==> src/verilog/floppy_pkg.sv <==
package floppy_pkg;

    // ============================================================
    // Widths with a meaning
    // ============================================================
    typedef logic [7:0]  byte_t;
    typedef logic [12:0] buf_addr_t;    // Byte address in one track
    typedef logic [31:0] lba_t;         // Block address on the image
    typedef logic [6:0]  track_t;
    typedef logic [7:0]  sector_t;      // 1-based as seen by the host

    localparam int BLOCK_BYTES = 512;

    // ============================================================
    // Block device port
    // ============================================================
    typedef struct packed {
        lba_t       lba;
        logic [5:0] blk_cnt;            // Blocks minus one
        logic       rd;
        byte_t      buff_din;           // Read-back from the buffer
    } blk_req_t;

    typedef struct packed {
        logic       ack;
        buf_addr_t  buff_addr;
        byte_t      buff_dout;
        logic       buff_wr;
    } blk_rsp_t;

    // ============================================================
    // Host registers
    // ============================================================
    localparam logic [2:0] REG_CONTROL = 3'd0;
    localparam logic [2:0] REG_TRACK   = 3'd1;
    localparam logic [2:0] REG_SECTOR  = 3'd2;
    localparam logic [2:0] REG_STATUS  = 3'd3;
    localparam logic [2:0] REG_DATA    = 3'd4;

    localparam int CTRL_DRIVE_BIT  = 0;
    localparam int CTRL_SIDE_BIT   = 1;
    localparam int STAT_READY_BIT  = 0;
    localparam int STAT_MOUNT_BIT  = 1;
    localparam int STAT_RO_BIT     = 2;
    localparam int STAT_SECERR_BIT = 3;

endpackage

==> src/verilog/fdc_regs.sv <==
`timescale 1ns/1ps

module fdc_regs (
    input  logic                clk,
    input  logic                reset,

    input  logic                wb_cyc,
    input  logic                wb_stb,
    input  logic                wb_we,
    input  logic [2:0]          wb_adr,
    input  floppy_pkg::byte_t   wb_dat_w,
    output floppy_pkg::byte_t   wb_dat_r,
    output logic                wb_ack,

    input  logic                ready,
    input  logic                disk_mounted,
    input  logic                disk_readonly,
    input  floppy_pkg::byte_t   data_byte,
    input  logic                data_valid,
    input  logic                sector_error,

    output logic                drive_sel,
    output logic                side,
    output floppy_pkg::track_t  track,
    output floppy_pkg::sector_t sector,
    output logic                offset_clear,
    output logic                byte_taken
);

    import floppy_pkg::*;

    logic  access_done;
    logic  start;
    byte_t status;
    byte_t read_mux;

    // One ack per strobe
    assign start = wb_cyc && wb_stb && !access_done;

    always_ff @(posedge clk) begin
        if (reset) begin
            wb_ack      <= 1'b0;
            access_done <= 1'b0;
        end else begin
            wb_ack      <= start;
            access_done <= wb_cyc && wb_stb;
        end
    end

    // ============================================================
    // Read path
    // ============================================================
    always_comb begin
        status                  = '0;
        status[STAT_READY_BIT]  = ready;
        status[STAT_MOUNT_BIT]  = disk_mounted;
        status[STAT_RO_BIT]     = disk_readonly;
        status[STAT_SECERR_BIT] = sector_error;
    end

    always_comb begin
        read_mux = '0;
        case (wb_adr)
            REG_CONTROL: begin
                read_mux[CTRL_DRIVE_BIT] = drive_sel;
                read_mux[CTRL_SIDE_BIT]  = side;
            end
            REG_TRACK:  read_mux = byte_t'(track);
            REG_SECTOR: read_mux = sector;
            REG_STATUS: read_mux = status;
            REG_DATA:   read_mux = data_valid ? data_byte : '0;  // Zero while not ready
            default:    read_mux = '0;
        endcase
    end

    always_ff @(posedge clk) begin
        if (start && !wb_we) begin
            wb_dat_r <= read_mux;
        end
    end

    // ============================================================
    // Write path and strobes
    // ============================================================
    always_ff @(posedge clk) begin
        if (reset) begin
            drive_sel    <= 1'b0;
            side         <= 1'b0;
            track        <= '0;
            sector       <= sector_t'(1);
            offset_clear <= 1'b0;
            byte_taken   <= 1'b0;
        end else begin
            offset_clear <= 1'b0;
            byte_taken   <= 1'b0;
            if (start && wb_we) begin
                case (wb_adr)
                    REG_CONTROL: begin
                        drive_sel <= wb_dat_w[CTRL_DRIVE_BIT];
                        side      <= wb_dat_w[CTRL_SIDE_BIT];
                    end
                    REG_TRACK: track <= track_t'(wb_dat_w);
                    REG_SECTOR: begin
                        sector       <= wb_dat_w;
                        offset_clear <= 1'b1;      // Restart at byte 0
                    end
                    default: ;
                endcase
            end
            if (start && !wb_we && (wb_adr == REG_DATA) && data_valid) begin
                byte_taken <= 1'b1;
            end
        end
    end

endmodule

==> config.mk <==
export PLATFORM = sky130hd
export DESIGN_NAME = fdc_regs
export DESIGN_NICKNAME = d
export VERILOG_FILES = /design/src/verilog/floppy_pkg.sv /design/src/verilog/fdc_regs.sv
export SDC_FILE = /design/constraint.sdc
export NUM_CORES = 1
export LEC_CHECK = 0
export BUFFER_PORTS_ARGS = -buffer_cell sky130_fd_sc_hd__clkbuf_2
export CORE_ASPECT_RATIO = 0.9
export CORE_MARGIN = 8
export CORE_UTILIZATION = 50
export DETAILED_ROUTE_END_ITERATION = 8
export PLACE_DENSITY_LB_ADDON = 0.1
export SLEW_MARGIN = 15
export SYNTH_ARGS = -nofsm -noshare
export SYNTH_HDL_FRONTEND = slang
export SYNTH_SLANG_ARGS = --single-unit
==> constraint.sdc <==
create_clock -name clk -period 3.8 [get_ports clk]
set_input_delay 0.38 -clock clk [delete_from_list [all_inputs] [get_ports clk]]
set_output_delay 0.38 -clock clk [all_outputs]
set_load 0.02 [all_outputs]
==> impl_metrics.yaml <==
yosys:
  ys_seq_area_share_pct: 47.3
  syn_inst: 126
  syn_nets: 155
  yosys-top-cells-area: "dfxtp_1, edfxtp_1, mux2i_1, nand2b_1, a22oi_1"
  synth.top_cell.area_share_pct: 30.1
  avgSynthCellArea_um2: 11.1
  yosys.cell_types.count: 33
  synth_seq_cells: 29
  synthesis.area_mm2: 0.00140
  yosysWarnings: 0
  yosysTopAreaCell: "dfxtp_1"
clocking:
  clkSinkCount: 29
  htreeDepth: 2
  cts_root_buf: "clkbuf_4"
  insertion_delay_ns: 0.32
  clk_pin_slew_ns: 0.09
  postCtsHoldBufs: 0
  numCtsBuffers: 5
  cts_tree: "done"
  ctsResizeCount: 0
  cts.path.max_buffers: 2
  cts_setup_buffers: 0
critical_path:
  setup.worst_path.start_class: "flop"
  worstPathCellList: "nor3_1"
  end_kind: "flop"
  path_delay_family: "simple AND/OR/NAND/NOR gates"
  crit_path_end: "wb_dat_r[5]$_DFFE_PP_"
  startpoint: "access_done$_SDFF_PP0_"
  critPathSlowestCell: "nor3_1"
  critical_path_buf_inv_count: 0
  worstReg2RegStart: "access_done$_SDFF_PP0_"
  crit_path_max_incr_delay_ns: 0.80
  cp_max_fo: 8
  path_class: "reg2reg"
  r2r_setup_slack_ns: 2.30
  cp.arrival_ns: 1.46
  cp.required_ns: 3.75
  r2r_cells: 1
  worst-path-stages: 1
  r2r_end: "wb_dat_r[5]$_DFFE_PP_"
routing:
  drt-pass1-iter-count: 4
  ant_nets: 0
  wl_mm: 3.26
  routed-via-count: 1099
  drc_errors: 0
  wire_per_inst_um: 15.4
  via_per_inst: 5.18
  drt_iter0_markers: 48
sta:
  fin_skew_ns: 0.00703
  finalHoldViolCount: 0
  fin_tns_setup_ns: 0
  post-route-period-util_pct: 39.6
  setup_viol_count_final: 0
  slew_headroom_pct: 34.0
  max_freq_mhz: 665
  rsz0062_at_grt: "no"
  final_max_slew_viol_count: 0
  layout_min_cycle_time_ns: 1.50
  worst_pin_slew_ns: 0.983
flow_run:
  max-cap-violations: 0
final_layout:
  reg_top3: "sector x8, wb_dat_r x8, track x7"
  final_area_mm2: 0.00172
  area_growth_pct: 23.0
  layout.cells.non_filler: 212
  fillers: 246
  drive_gt1_share_pct: 37.9
  diodes: 0
  final_nets: 210
placed_design:
  hpwl_mm: 2.55
  dpl-instance-area_mm2: 0.00167
  port_buffers: 56
  globalplace.congestion: 0.754
  dp.cells: 204
global_routing:
  grt_pass1_vias: 1178
  grt_overflow: 0
  grt_max_degree: 29
  grt_first_pass_wirelength_mm: 5.43
  grt_usage_pct: 14.4
  antenna_found_initial: 0
die:
  dieArea_mm2: 0.00474
  die_y_um: 66.1
  io_pins: 57
  coreArea_mm2: 0.00270
  initial_core_util_pct: 51.7
  die_w_um: 71.7
  num_rows: 18
power:
  pwr_density_cell_mw_per_mm2: 326
  irDropWorstVdd_uv: 232
  leakage_nw: 0.804
hold_path:
  hold_path.class: "in2reg"
outcome:
  status: "finished, final reports clean"
## per-stage QoR
| stage | setup WS (ns) | hold WS, ns | power [mW] | utilization [%] |
|---|---|---|---|---|
| after detailed placement | 2.06 | 0.458 | 0.392 | 61.7 |
| after global routing | 2.23 | 0.308 | 0.591 | 63.6 |
| after floorplan | 2.37 | 0.426 | 0.369 | - |
| after global placement | 2.10 | 0.442 | 0.391 | 61.7 |
| after CTS | 2.26 | 0.305 | 0.567 | 63.6 |
| final | 2.30 | 0.310 | 0.561 | 63.6 |
## power breakdown
| part | internal, mW | switching (mW) | leakage, nW |
|---|---|---|---|
| Combinational | 0.0288 | 0.0331 | 0.525 |
| Clock | 0.0703 | 0.105 | 0.0320 |
| Sequential | 0.321 | 0.00195 | 0.246 |
| Total | 0.421 | 0.140 | 0.804 |
## cell families (layout without fill, tap and decap cells)
family	after synthesis	count (layout)	synth area share, %
compound gates	17	17	8.33
buf+inv	9	65	3.67
flops	29	29	47.3
mux	19	19	14.8
simple gates	52	52	25.9
## layer usage
metal  vias to the layer above  part of all wire (%)  global-route usage (%)
li1                        561                     -                       -
met4                         0                  0.25                    5.85
met3                         2                   7.8                    6.06
met5                         -                     0                       0
met1                       500                    46                    16.7
met2                        36                    46                    23.0
## synth_stat cells
cell / count
o21a_1: 3
nor3_1: 2
nor2b_1: 2
nand4b_1: 3
nand3_1: 1
inv_1: 1
and2_1: 1
a21oi_1: 4
edfxtp_1: 8
nor4b_4: 1
mux2i_1: 18
clkbuf_2: 1
nor2_1: 3
a21boi_0: 1
nor3b_4: 2
nand2b_1: 23
and2_4: 1
and4b_1: 1
a22o_1: 1
clkbuf_1: 3
a211o_1: 1
and4bb_2: 1
a22oi_1: 5
o21ai_0: 1
and3b_1: 2
buf_6: 1
o22ai_1: 1
nand2_2: 1
dfxtp_1: 21
buf_4: 2
mux4_1: 1
nand2_1: 8
buf_2: 1
## cell type report
class                      instances  area (µm²)  area share [%]
sequential                        29         661            38.5
multi-input combinational         88         684            39.8
timing repair buffer              56         280            16.3
clock buffer                       6        41.3            2.40
tap                               30        37.5            2.18
inverter                           1        3.75           0.218
clock inverter                     2        10.0           0.583
## cell usage in the layout (no fill, tap or decap)
cell type  Yosys  final
clkbuf_2       1     56
nand2b_1      23     23
dfxtp_1       21     21
mux2i_1       18     18
nand2_1        8      8
edfxtp_1       8      8
a22oi_1        5      5
clkbuf_4       0      5
a21oi_1        4      4
o21a_1         3      3
nand4b_1       3      3
nor2_1         3      3
nor3b_4        2      2
and3b_1        2      2
nor2b_1        2      2
nor3_1         2      2
clkinv_2       0      2
and4bb_2       1      1
nand3_1        1      1
o22ai_1        1      1
mux4_1         1      1
inv_1          1      1
a22o_1         1      1
and4b_1        1      1
nor4b_4        1      1
and2_4         1      1
and2_1         1      1
o21ai_0        1      1
nand2_2        1      1
a21boi_0       1      1
a211o_1        1      1
clkbuf_1       3      1
## worst min-delay path by stage
| stage | start | end | depth (start not counted) |
|---|---|---|---|
| 2_1_floorplan | access_done$_SDFF_PP0_ | wb_ack$_SDFF_PP0_ | 1 |
| 3_3_place_gp | access_done$_SDFF_PP0_ | wb_ack$_SDFF_PP0_ | 1 |
| 3_5_place_dp | access_done$_SDFF_PP0_ | wb_ack$_SDFF_PP0_ | 1 |
| 4_1_cts | data_byte[6] | wb_dat_r[6]$_DFFE_PP_ | 3 |
| 5_1_grt | data_byte[6] | wb_dat_r[6]$_DFFE_PP_ | 3 |
| 6_report | wb_dat_w[0] | sector[0]$_SDFFE_PP1P_ | 2 |
Note: power is estimated with default switching activity, not from simulation.
