## src/verilog/floppy_pkg.sv

```systemverilog
package floppy_pkg;

    // ============================================================
    // Widths with a meaning
    // ============================================================
    typedef logic [7:0]  byte_t;
    typedef logic [12:0] buf_addr_t;    // Byte address in one track
    typedef logic [31:0] lba_t;         // Block address on the image
    typedef logic [6:0]  track_t;
    typedef logic [7:0]  sector_t;      // 1-based as seen by the host

    localparam int BLOCK_BYTES = 512;

    // ============================================================
    // Block device port
    // ============================================================
    typedef struct packed {
        lba_t       lba;
        logic [5:0] blk_cnt;            // Blocks minus one
        logic       rd;
        byte_t      buff_din;           // Read-back from the buffer
    } blk_req_t;

    typedef struct packed {
        logic       ack;
        buf_addr_t  buff_addr;
        byte_t      buff_dout;
        logic       buff_wr;
    } blk_rsp_t;

    // ============================================================
    // Host registers
    // ============================================================
    localparam logic [2:0] REG_CONTROL = 3'd0;
    localparam logic [2:0] REG_TRACK   = 3'd1;
    localparam logic [2:0] REG_SECTOR  = 3'd2;
    localparam logic [2:0] REG_STATUS  = 3'd3;
    localparam logic [2:0] REG_DATA    = 3'd4;

    localparam int CTRL_DRIVE_BIT  = 0;
    localparam int CTRL_SIDE_BIT   = 1;
    localparam int STAT_READY_BIT  = 0;
    localparam int STAT_MOUNT_BIT  = 1;
    localparam int STAT_RO_BIT     = 2;
    localparam int STAT_SECERR_BIT = 3;

endpackage

```

## src/verilog/sector_reader.sv

```systemverilog
`timescale 1ns/1ps

module sector_reader #(
    parameter int SECTORS_PER_TRACK = 9
) (
    input  logic                  clk,
    input  logic                  reset,

    input  floppy_pkg::sector_t   sector,
    input  logic                  offset_clear,
    input  logic                  byte_taken,
    input  logic                  ready,

    output floppy_pkg::buf_addr_t buffer_addr,
    input  floppy_pkg::byte_t     buffer_q,

    output floppy_pkg::byte_t     data_byte,
    output logic                  data_valid,
    output logic                  sector_error
);

    import floppy_pkg::*;

    localparam int OFFSET_BITS = $clog2(BLOCK_BYTES);

    logic [OFFSET_BITS-1:0] offset;
    logic [OFFSET_BITS-1:0] offset_next;
    sector_t                sector_index;
    logic                   settled;

    always_comb begin
        if (offset_clear) begin
            offset_next = '0;
        end else if (byte_taken) begin
            offset_next = offset + 1'b1;        // Wraps after 511
        end else begin
            offset_next = offset;
        end
    end

    assign sector_index = sector - sector_t'(1);
    assign sector_error = (sector == '0) || (sector > sector_t'(SECTORS_PER_TRACK));

    // ============================================================
    // Prefetch pipeline
    // ============================================================
    // Address is built from the next offset so the RAM output
    // carries the new byte two cycles after the event
    always_ff @(posedge clk) begin
        if (reset) begin
            offset      <= '0;
            buffer_addr <= '0;
            settled     <= 1'b0;
        end else begin
            offset      <= offset_next;
            buffer_addr <= buf_addr_t'(sector_index) * buf_addr_t'(BLOCK_BYTES)
                         + buf_addr_t'(offset_next);
            settled     <= !(offset_clear || byte_taken);
        end
    end

    assign data_byte  = buffer_q;
    assign data_valid = ready && !sector_error && settled;

endmodule

```

## config.mk

```make
export PLATFORM = sky130hd
export DESIGN_NAME = sector_reader
export DESIGN_NICKNAME = d
export VERILOG_FILES = /design/src/verilog/floppy_pkg.sv /design/src/verilog/sector_reader.sv
export SDC_FILE = /design/constraint.sdc
export NUM_CORES = 1
export LEC_CHECK = 0
export BUFFER_PORTS_ARGS = -buffer_cell sky130_fd_sc_hd__buf_2
export CELL_PAD_IN_SITES_DETAIL_PLACEMENT = 1
export CELL_PAD_IN_SITES_GLOBAL_PLACEMENT = 2
export CORE_UTILIZATION = 21
export CTS_CLUSTER_DIAMETER = 100
export DETAILED_ROUTE_END_ITERATION = 12
export PLACE_DENSITY_LB_ADDON = 0.3
export SLEW_MARGIN = 20
export SYNTH_ARGS = -nofsm -noshare
export SYNTH_HDL_FRONTEND = slang
export SYNTH_SLANG_ARGS = --single-unit
```

## constraint.sdc

```tcl
create_clock -name clk -period 1.7 [get_ports clk]
set_input_delay 0.17 -clock clk [delete_from_list [all_inputs] [get_ports clk]]
set_output_delay 0.17 -clock clk [all_outputs]
set_load 0.01 [all_outputs]
```

==> metrics.txt, run 1 <==
Max Root-Sink Buffers=2; Post-synth EDFFs=0; crit-path cells=ha_1 -> nand4_2 -> or3_1 -> a21oi_1; first-pass GRT wire length=2550 µm; Clk pwr share=38.7%; Setup CP Type=reg2reg; most frequent cells in the layout=27 x buf_2, 14 x dfxtp_1, 12 x nor2_1; Tmin final=1.38 ns; hold slack=0.0854 ns; Finished Layout Cells=141; final setup fails=0; Post-synth ARST share=0%; Worst Hold Path EP=buffer_addr[9]$_SDFF_PP0_; Hold Path Class=in2reg; antenna-violating nets left=0; worst hold path cell count=2; Placer Congestion=0.710; Final Hold Violating Endpoints=0; period utilisation layout=81.0%; area grow syn2layout=22.3%; DIE WIDTH=58.8 µm; WP data arrival=1.61 ns; Synth area leaders=dfxtp_1 41%, buf_4 8.9%, ha_1 7.4%; post-CTS setup buffer count=0; PortBufs=27; CP delay by family, top=simple AND/OR/NAND/NOR gates; Worst VDD drop=0.000252 V; Critical-path top delay cell=dfxtp_1; CP endpoint kind=flip-flop; Routed wire per std cell=10.8 µm; Hold Crit Start=sector[0]; WP data required=1.93 ns; Mapped Cells=76; via count=576; Rows=20; drt first pass iters=4; core region area=3050 µm²; clk root buf=clkbuf_4; R2R Path End=buffer_addr[8]$_SDFFE_PP0P_; R2R depth=4; clk_lat worst skew=0.29 ns; Routed WL=1530 µm; Die Y=58.8 µm; CTS hold repair buffers=0; startpoint types=flip-flop; CTS tree=yes; antenna violations before repair=0; sw frac=24.4%; max incr delay on CP=0.42 ns; max-cap viol count=0; largest net degree at the start of global routing=11; flop2flop setup slack=0.32 ns; Fmax=0.726 GHz; vias in the first global route=596; residual DRC count=0; RSZ-0062 raised after global routing=false; Post-synth top flop=dfxtp_1; Rel. slew slack=76.1%; combinational power share=9.4%; GR Overflow Total=0; die area=3460 µm²; placed cells=137; DRT iter0 DRCs=2; Initial Util=22.2%; Seq/Total Area, Yosys=41.3%; GRT Total Usage=10.2%; power density over cell area=791 nW/µm²; commonest non-fill, non-tap cell in the layout=buf_2; CTS Sinks=14; syn_area_per_cell=8.92 µm²; cts repair resizes=0; Seq pwr share=51.9%; Slew Limit Fails=0; num ports=44; Ys Warns=0; internal power=496 µW; CP max FO=5; top cell type's share of synthesized area=41.3%; Pleak=0.000396 µW; Buf/Inv on CP=0; Post-Syn Area=678 µm²; flops & latches, synth=14; clock buffer count from CTS=3; Synth cell types=22; dominant cell type by area after synthesis=dfxtp_1; final layout net count=123; clk_skew=0.00925 ns; Psw=160 µW; measured slew at the worst slew-check pin=0.358 ns; htree depth=1; fraction of layout cells with a size suffix above 1=34.0%; diodes inserted=0; Via density=4.09; status=finished clean; Clk pin slew, worst setup/hold paths=0.10 ns; FF-to-FF Start=buffer_addr[0]$_SDFFE_PP0P_; Synthesized Nets=101; Final TNS setup=0 ns; Final HPWL DP=1180 µm
## synth_stat cells, types with 2 or more instances
library cell	number
buf_4	8
or3_1	4
a21oi_1	4
nand4_1	2
xnor2_1	3
o21ai_1	4
inv_1	2
and3_1	2
ha_1	4
dfxtp_1	14
xor2_1	3
nand4_2	2
nor2_1	12
nand2_1	4
## worst reg2reg max path, cell delays in order, from the launching register on
cell	delay, ns
dfxtp_1	0.42
ha_1	0.22
nand4_2	0.17
or3_1	0.38
a21oi_1	0.14
## state kept, by name, summed over array words and instances (netlist names)
name	count
buffer_addr	13
settled	1
## logic make-up (layout without fill, tap and decap cells)
| logic type | count (synthesis) | after routing | share of synthesized area [%] |
|---|---|---|---|
| buf+inv | 12 | 33 | 12.2 |
| flops | 14 | 14 | 41.3 |
| compound gates | 9 | 9 | 6.64 |
| simple gates | 30 | 30 | 23.2 |
| xor+xnor | 6 | 6 | 7.75 |
| mux | 1 | 1 | 1.48 |
| fa+ha+maj | 4 | 4 | 7.38 |
## how the worst max path moves through the flow
stage / from / endpoint / slack [ns] / depth (start not counted)
floorplan: buffer_addr[0]$_SDFFE_PP0P_ / buffer_addr[6]$_SDFFE_PP0P_ / 0.37 / 4
global placement: buffer_addr[0]$_SDFFE_PP0P_ / buffer_addr[8]$_SDFFE_PP0P_ / 0.40 / 4
detailed placement: buffer_addr[0]$_SDFFE_PP0P_ / buffer_addr[6]$_SDFFE_PP0P_ / 0.33 / 4
CTS: buffer_addr[0]$_SDFFE_PP0P_ / buffer_addr[6]$_SDFFE_PP0P_ / 0.29 / 4
global route: buffer_addr[0]$_SDFFE_PP0P_ / buffer_addr[6]$_SDFFE_PP0P_ / 0.18 / 4
finish: buffer_addr[0]$_SDFFE_PP0P_ / buffer_addr[8]$_SDFFE_PP0P_ / 0.32 / 4
## metrics by stage
stage               total power (µW)  instance area [µm²]  setup WS (ns)  utilization, %
floorplan                        401                  678          0.375               -
global placement                 410                  793          0.399            26.0
detailed placement               412                  793          0.326            26.0
CTS                              668                  830          0.295            27.2
global route                     688                  830          0.179            27.2
finish                           656                  830          0.323            27.2
## layout make-up
type	instances	area, µm²
Clock buffer	4	36.3
Timing Repair Buffer	27	135
Tap cell	44	55.1
Multi-Input combinational cell	50	315
Sequential cell	14	280
Fill cell	395	2220
Inverter	2	7.51
## power groups by stage
stage	Sequential [µW]	Combinational (µW)	Clock (µW)
floorplan	353	47.8	0
detailed placement	348	63.1	0
CTS	341	63.2	264
finish	341	61.4	254
global placement	348	61.6	0
global route	343	69.7	276
## routing by layer
metal	up-vias	GRT usage, %	share of wire [%]
met2	12	15.4	47
li1	287	-	-
met4	0	9.18	3.9
met5	-	0	0
met1	270	12.6	44
met3	7	1.32	4.3
(Power assumes the default switching activity.)
==> run 2, diff against run 1 <==
CORE_UTILIZATION = 19   (was 21)
clock period = 1.2 ns   (was 1.7 ns; I/O delays follow)
==> run 2 against run 1 <==
  * Flip-flop and latch count is the same
  * First-iteration DRC count grew to 2.5 times the previous value
  * Utilization decreased by 0.30 points
  * Sequential power rose by 40%
  * Power is 29% higher
  * Final cell count grew 5.0%
  * Via count increased by 3.0%
  * Die area rose by 10%
  * Largest power group unchanged
==> metrics.txt, run 2 (synthesis gave the netlist of run 1 again) <==
status=finished clean; Fmax=0.855 GHz (+18%); clk_skew=0.00276 ns (-0.00650 ns); worst setup path start=buffer_addr[0]$_SDFFE_PP0P_; antenna violations before repair=0 (unchanged); DIE WIDTH=61.7 µm (+5.0%); FF-to-FF Start=buffer_addr[0]$_SDFFE_PP0P_; Hold Crit Start=sector[0]; Routed WL=1610 µm (+5.3%); diodes inserted=0 (unchanged); routed wl met2=847 µm (+17%); Final TNS setup=0 ns (unchanged); FILL cells=407 (+3.0%); antenna-violating nets left=0 (unchanged); met3 WL post-DR=83 µm (+26%); CTS hold repair buffers=0 (unchanged); CP endpoint kind=flip-flop; htree depth=1 (unchanged); area grow syn2layout=34.3%; most frequent cells in the layout=27 x buf_2, 12 x nor2_1, 10 x dfxtp_1; Hold Path Class=in2reg; Rel. slew slack=72.3% (-3.9 points); clock buffer count from CTS=3 (unchanged); startpoint types=flip-flop; Worst VDD drop=0.000340 V (+35%); Core Util, Final=26.9% (-0.30 points); final setup fails=0 (unchanged); CTS tree=yes; WP data arrival=1.39 ns (-0.22 ns); CTS Sinks=14 (unchanged); vias in the first global route=615 (+3.2%); power density over cell area=929 nW/µm² (+17%); Routed wire per std cell=10.9 µm (+0.32%); die area=3810 µm² (+10%); WP data required=1.42 ns (-0.51 ns); Die Y=61.7 µm (+5.0%); max-cap viol count=0 (unchanged); final layout net count=128 (+4.1%); Setup CP Type=reg2reg; core region area=3390 µm² (+11%); num ports=44 (unchanged); period utilisation layout=97.5% (+17 points); first-pass GRT wire length=2600 µm (+1.9%); GRT Total Usage=9.35% (-0.87 points); Top Layer Used=met4; Rows=21 (+5.0%); flop2flop setup slack=0.03 ns (-0.29 ns); Tmin final=1.17 ns (-0.207 ns); DRT iter0 DRCs=5 (+3); clk_lat worst skew=0.28 ns (about the same); drt first pass iters=4 (unchanged); measured slew at the worst slew-check pin=0.416 ns (+0.0583 ns); Placer Congestion=0.649 (-8.6%); residual DRC count=0 (unchanged); max reg flops=13 (unchanged); Slew Limit Fails=0 (unchanged); RSZ-0062 raised after global routing=true; CP max FO=3 (-2); Largest regs=buffer_addr: 13 flops, settled: 1 flops; clk root buf=clkbuf_4; Final HPWL DP=1300 µm (+9.9%); Max Root-Sink Buffers=2 (unchanged); Biggest register=buffer_addr; Via density=4.01 (-1.9%); largest net degree at the start of global routing=11 (unchanged); Final Hold Violating Endpoints=0 (unchanged); GR Overflow Total=0 (unchanged); Clk pin slew, worst setup/hold paths=0.09 ns (about the same); via count=593 (+3.0%); commonest non-fill, non-tap cell in the layout=buf_2; Initial Util=20.0% (-2.2 points); PortBufs=27 (unchanged); routed metal-1 wirelength=655 µm (-3.7%); fraction of layout cells with a size suffix above 1=45.1% (+11 points); Pleak=0.000412 µW (+3.9%)
-- run 2: cell types whose count changed in the layout (fill, tap and decap cells not counted), sizes merged --
| cell | change |
|---|---|
| buf | +5 |
| clkinv | +1 |
| clkbuf | -1 |
-- run 2: per-stage QoR --
stage          area (µm²)  setup slack, ns  total power, µW  hold WS (ns)  cells
3_3_place_gp          846           0.0382              583         0.240    143
4_1_cts               880          0.00142              871        0.0315    148
6_report              911           0.0298              846        0.0455    148
2_1_floorplan         698         0.000331              567         0.187     76
3_5_place_dp          846          0.00292              586         0.240    143
5_1_grt               911          -0.0419              907        0.0314    148
-- run 2: report_power, final --
part / leakage (µW) / switching (µW) / internal (µW) / total [µW]
combinational: 0.000279 / 50.3 / 44.7 / 95.0
sequential: 0.000117 / 5.95 / 472 / 478
clock: 0.0000154 / 152 / 121 / 273
total: 0.000412 / 209 / 638 / 846
-- run 2: timing repair --
item                                    CTS  global route
pin swaps                                 2             4
setup buffers                             1             0
resized for setup                         0             9
endpoints found under the setup margin    2             6
-- run 2: per-layer routing --
layer / track usage [%] / vias to the layer above
met4: 4.76 / 0
met1: 9.85 / 273
met2: 16.6 / 15
met5: 0 / -
met3: 3.11 / 4
li1: - / 301
-- run 2: cell type report --
cell class | instances | area (µm²) | area share, %
timing repair buffer | 32 | 173 | 19.0
tap | 46 | 57.6 | 6.32
inverter | 2 | 7.51 | 0.824
sequential | 14 | 293 | 32.1
multi-input combinational | 50 | 354 | 38.9
clock buffer | 3 | 22.5 | 2.47
clock inverter | 1 | 3.75 | 0.412
-- run 2: worst paths after layout --
kind / endpoint / depth (start not counted)
worst max register to register: buffer_addr[6]$_SDFFE_PP0P_ / 4
worst min register to register: buffer_addr[7]$_SDFFE_PP0P_ / 2
worst max-delay path: buffer_addr[6]$_SDFFE_PP0P_ / 4
worst min-delay path: buffer_addr[9]$_SDFF_PP0_ / 2
-- run 2: critical path: stages (launching register included) --
cell and delay (ns):
dfxtp_4 0.38, ha_4 0.14, nand4_4 0.09, or3_4 0.38, a21oi_2 0.12
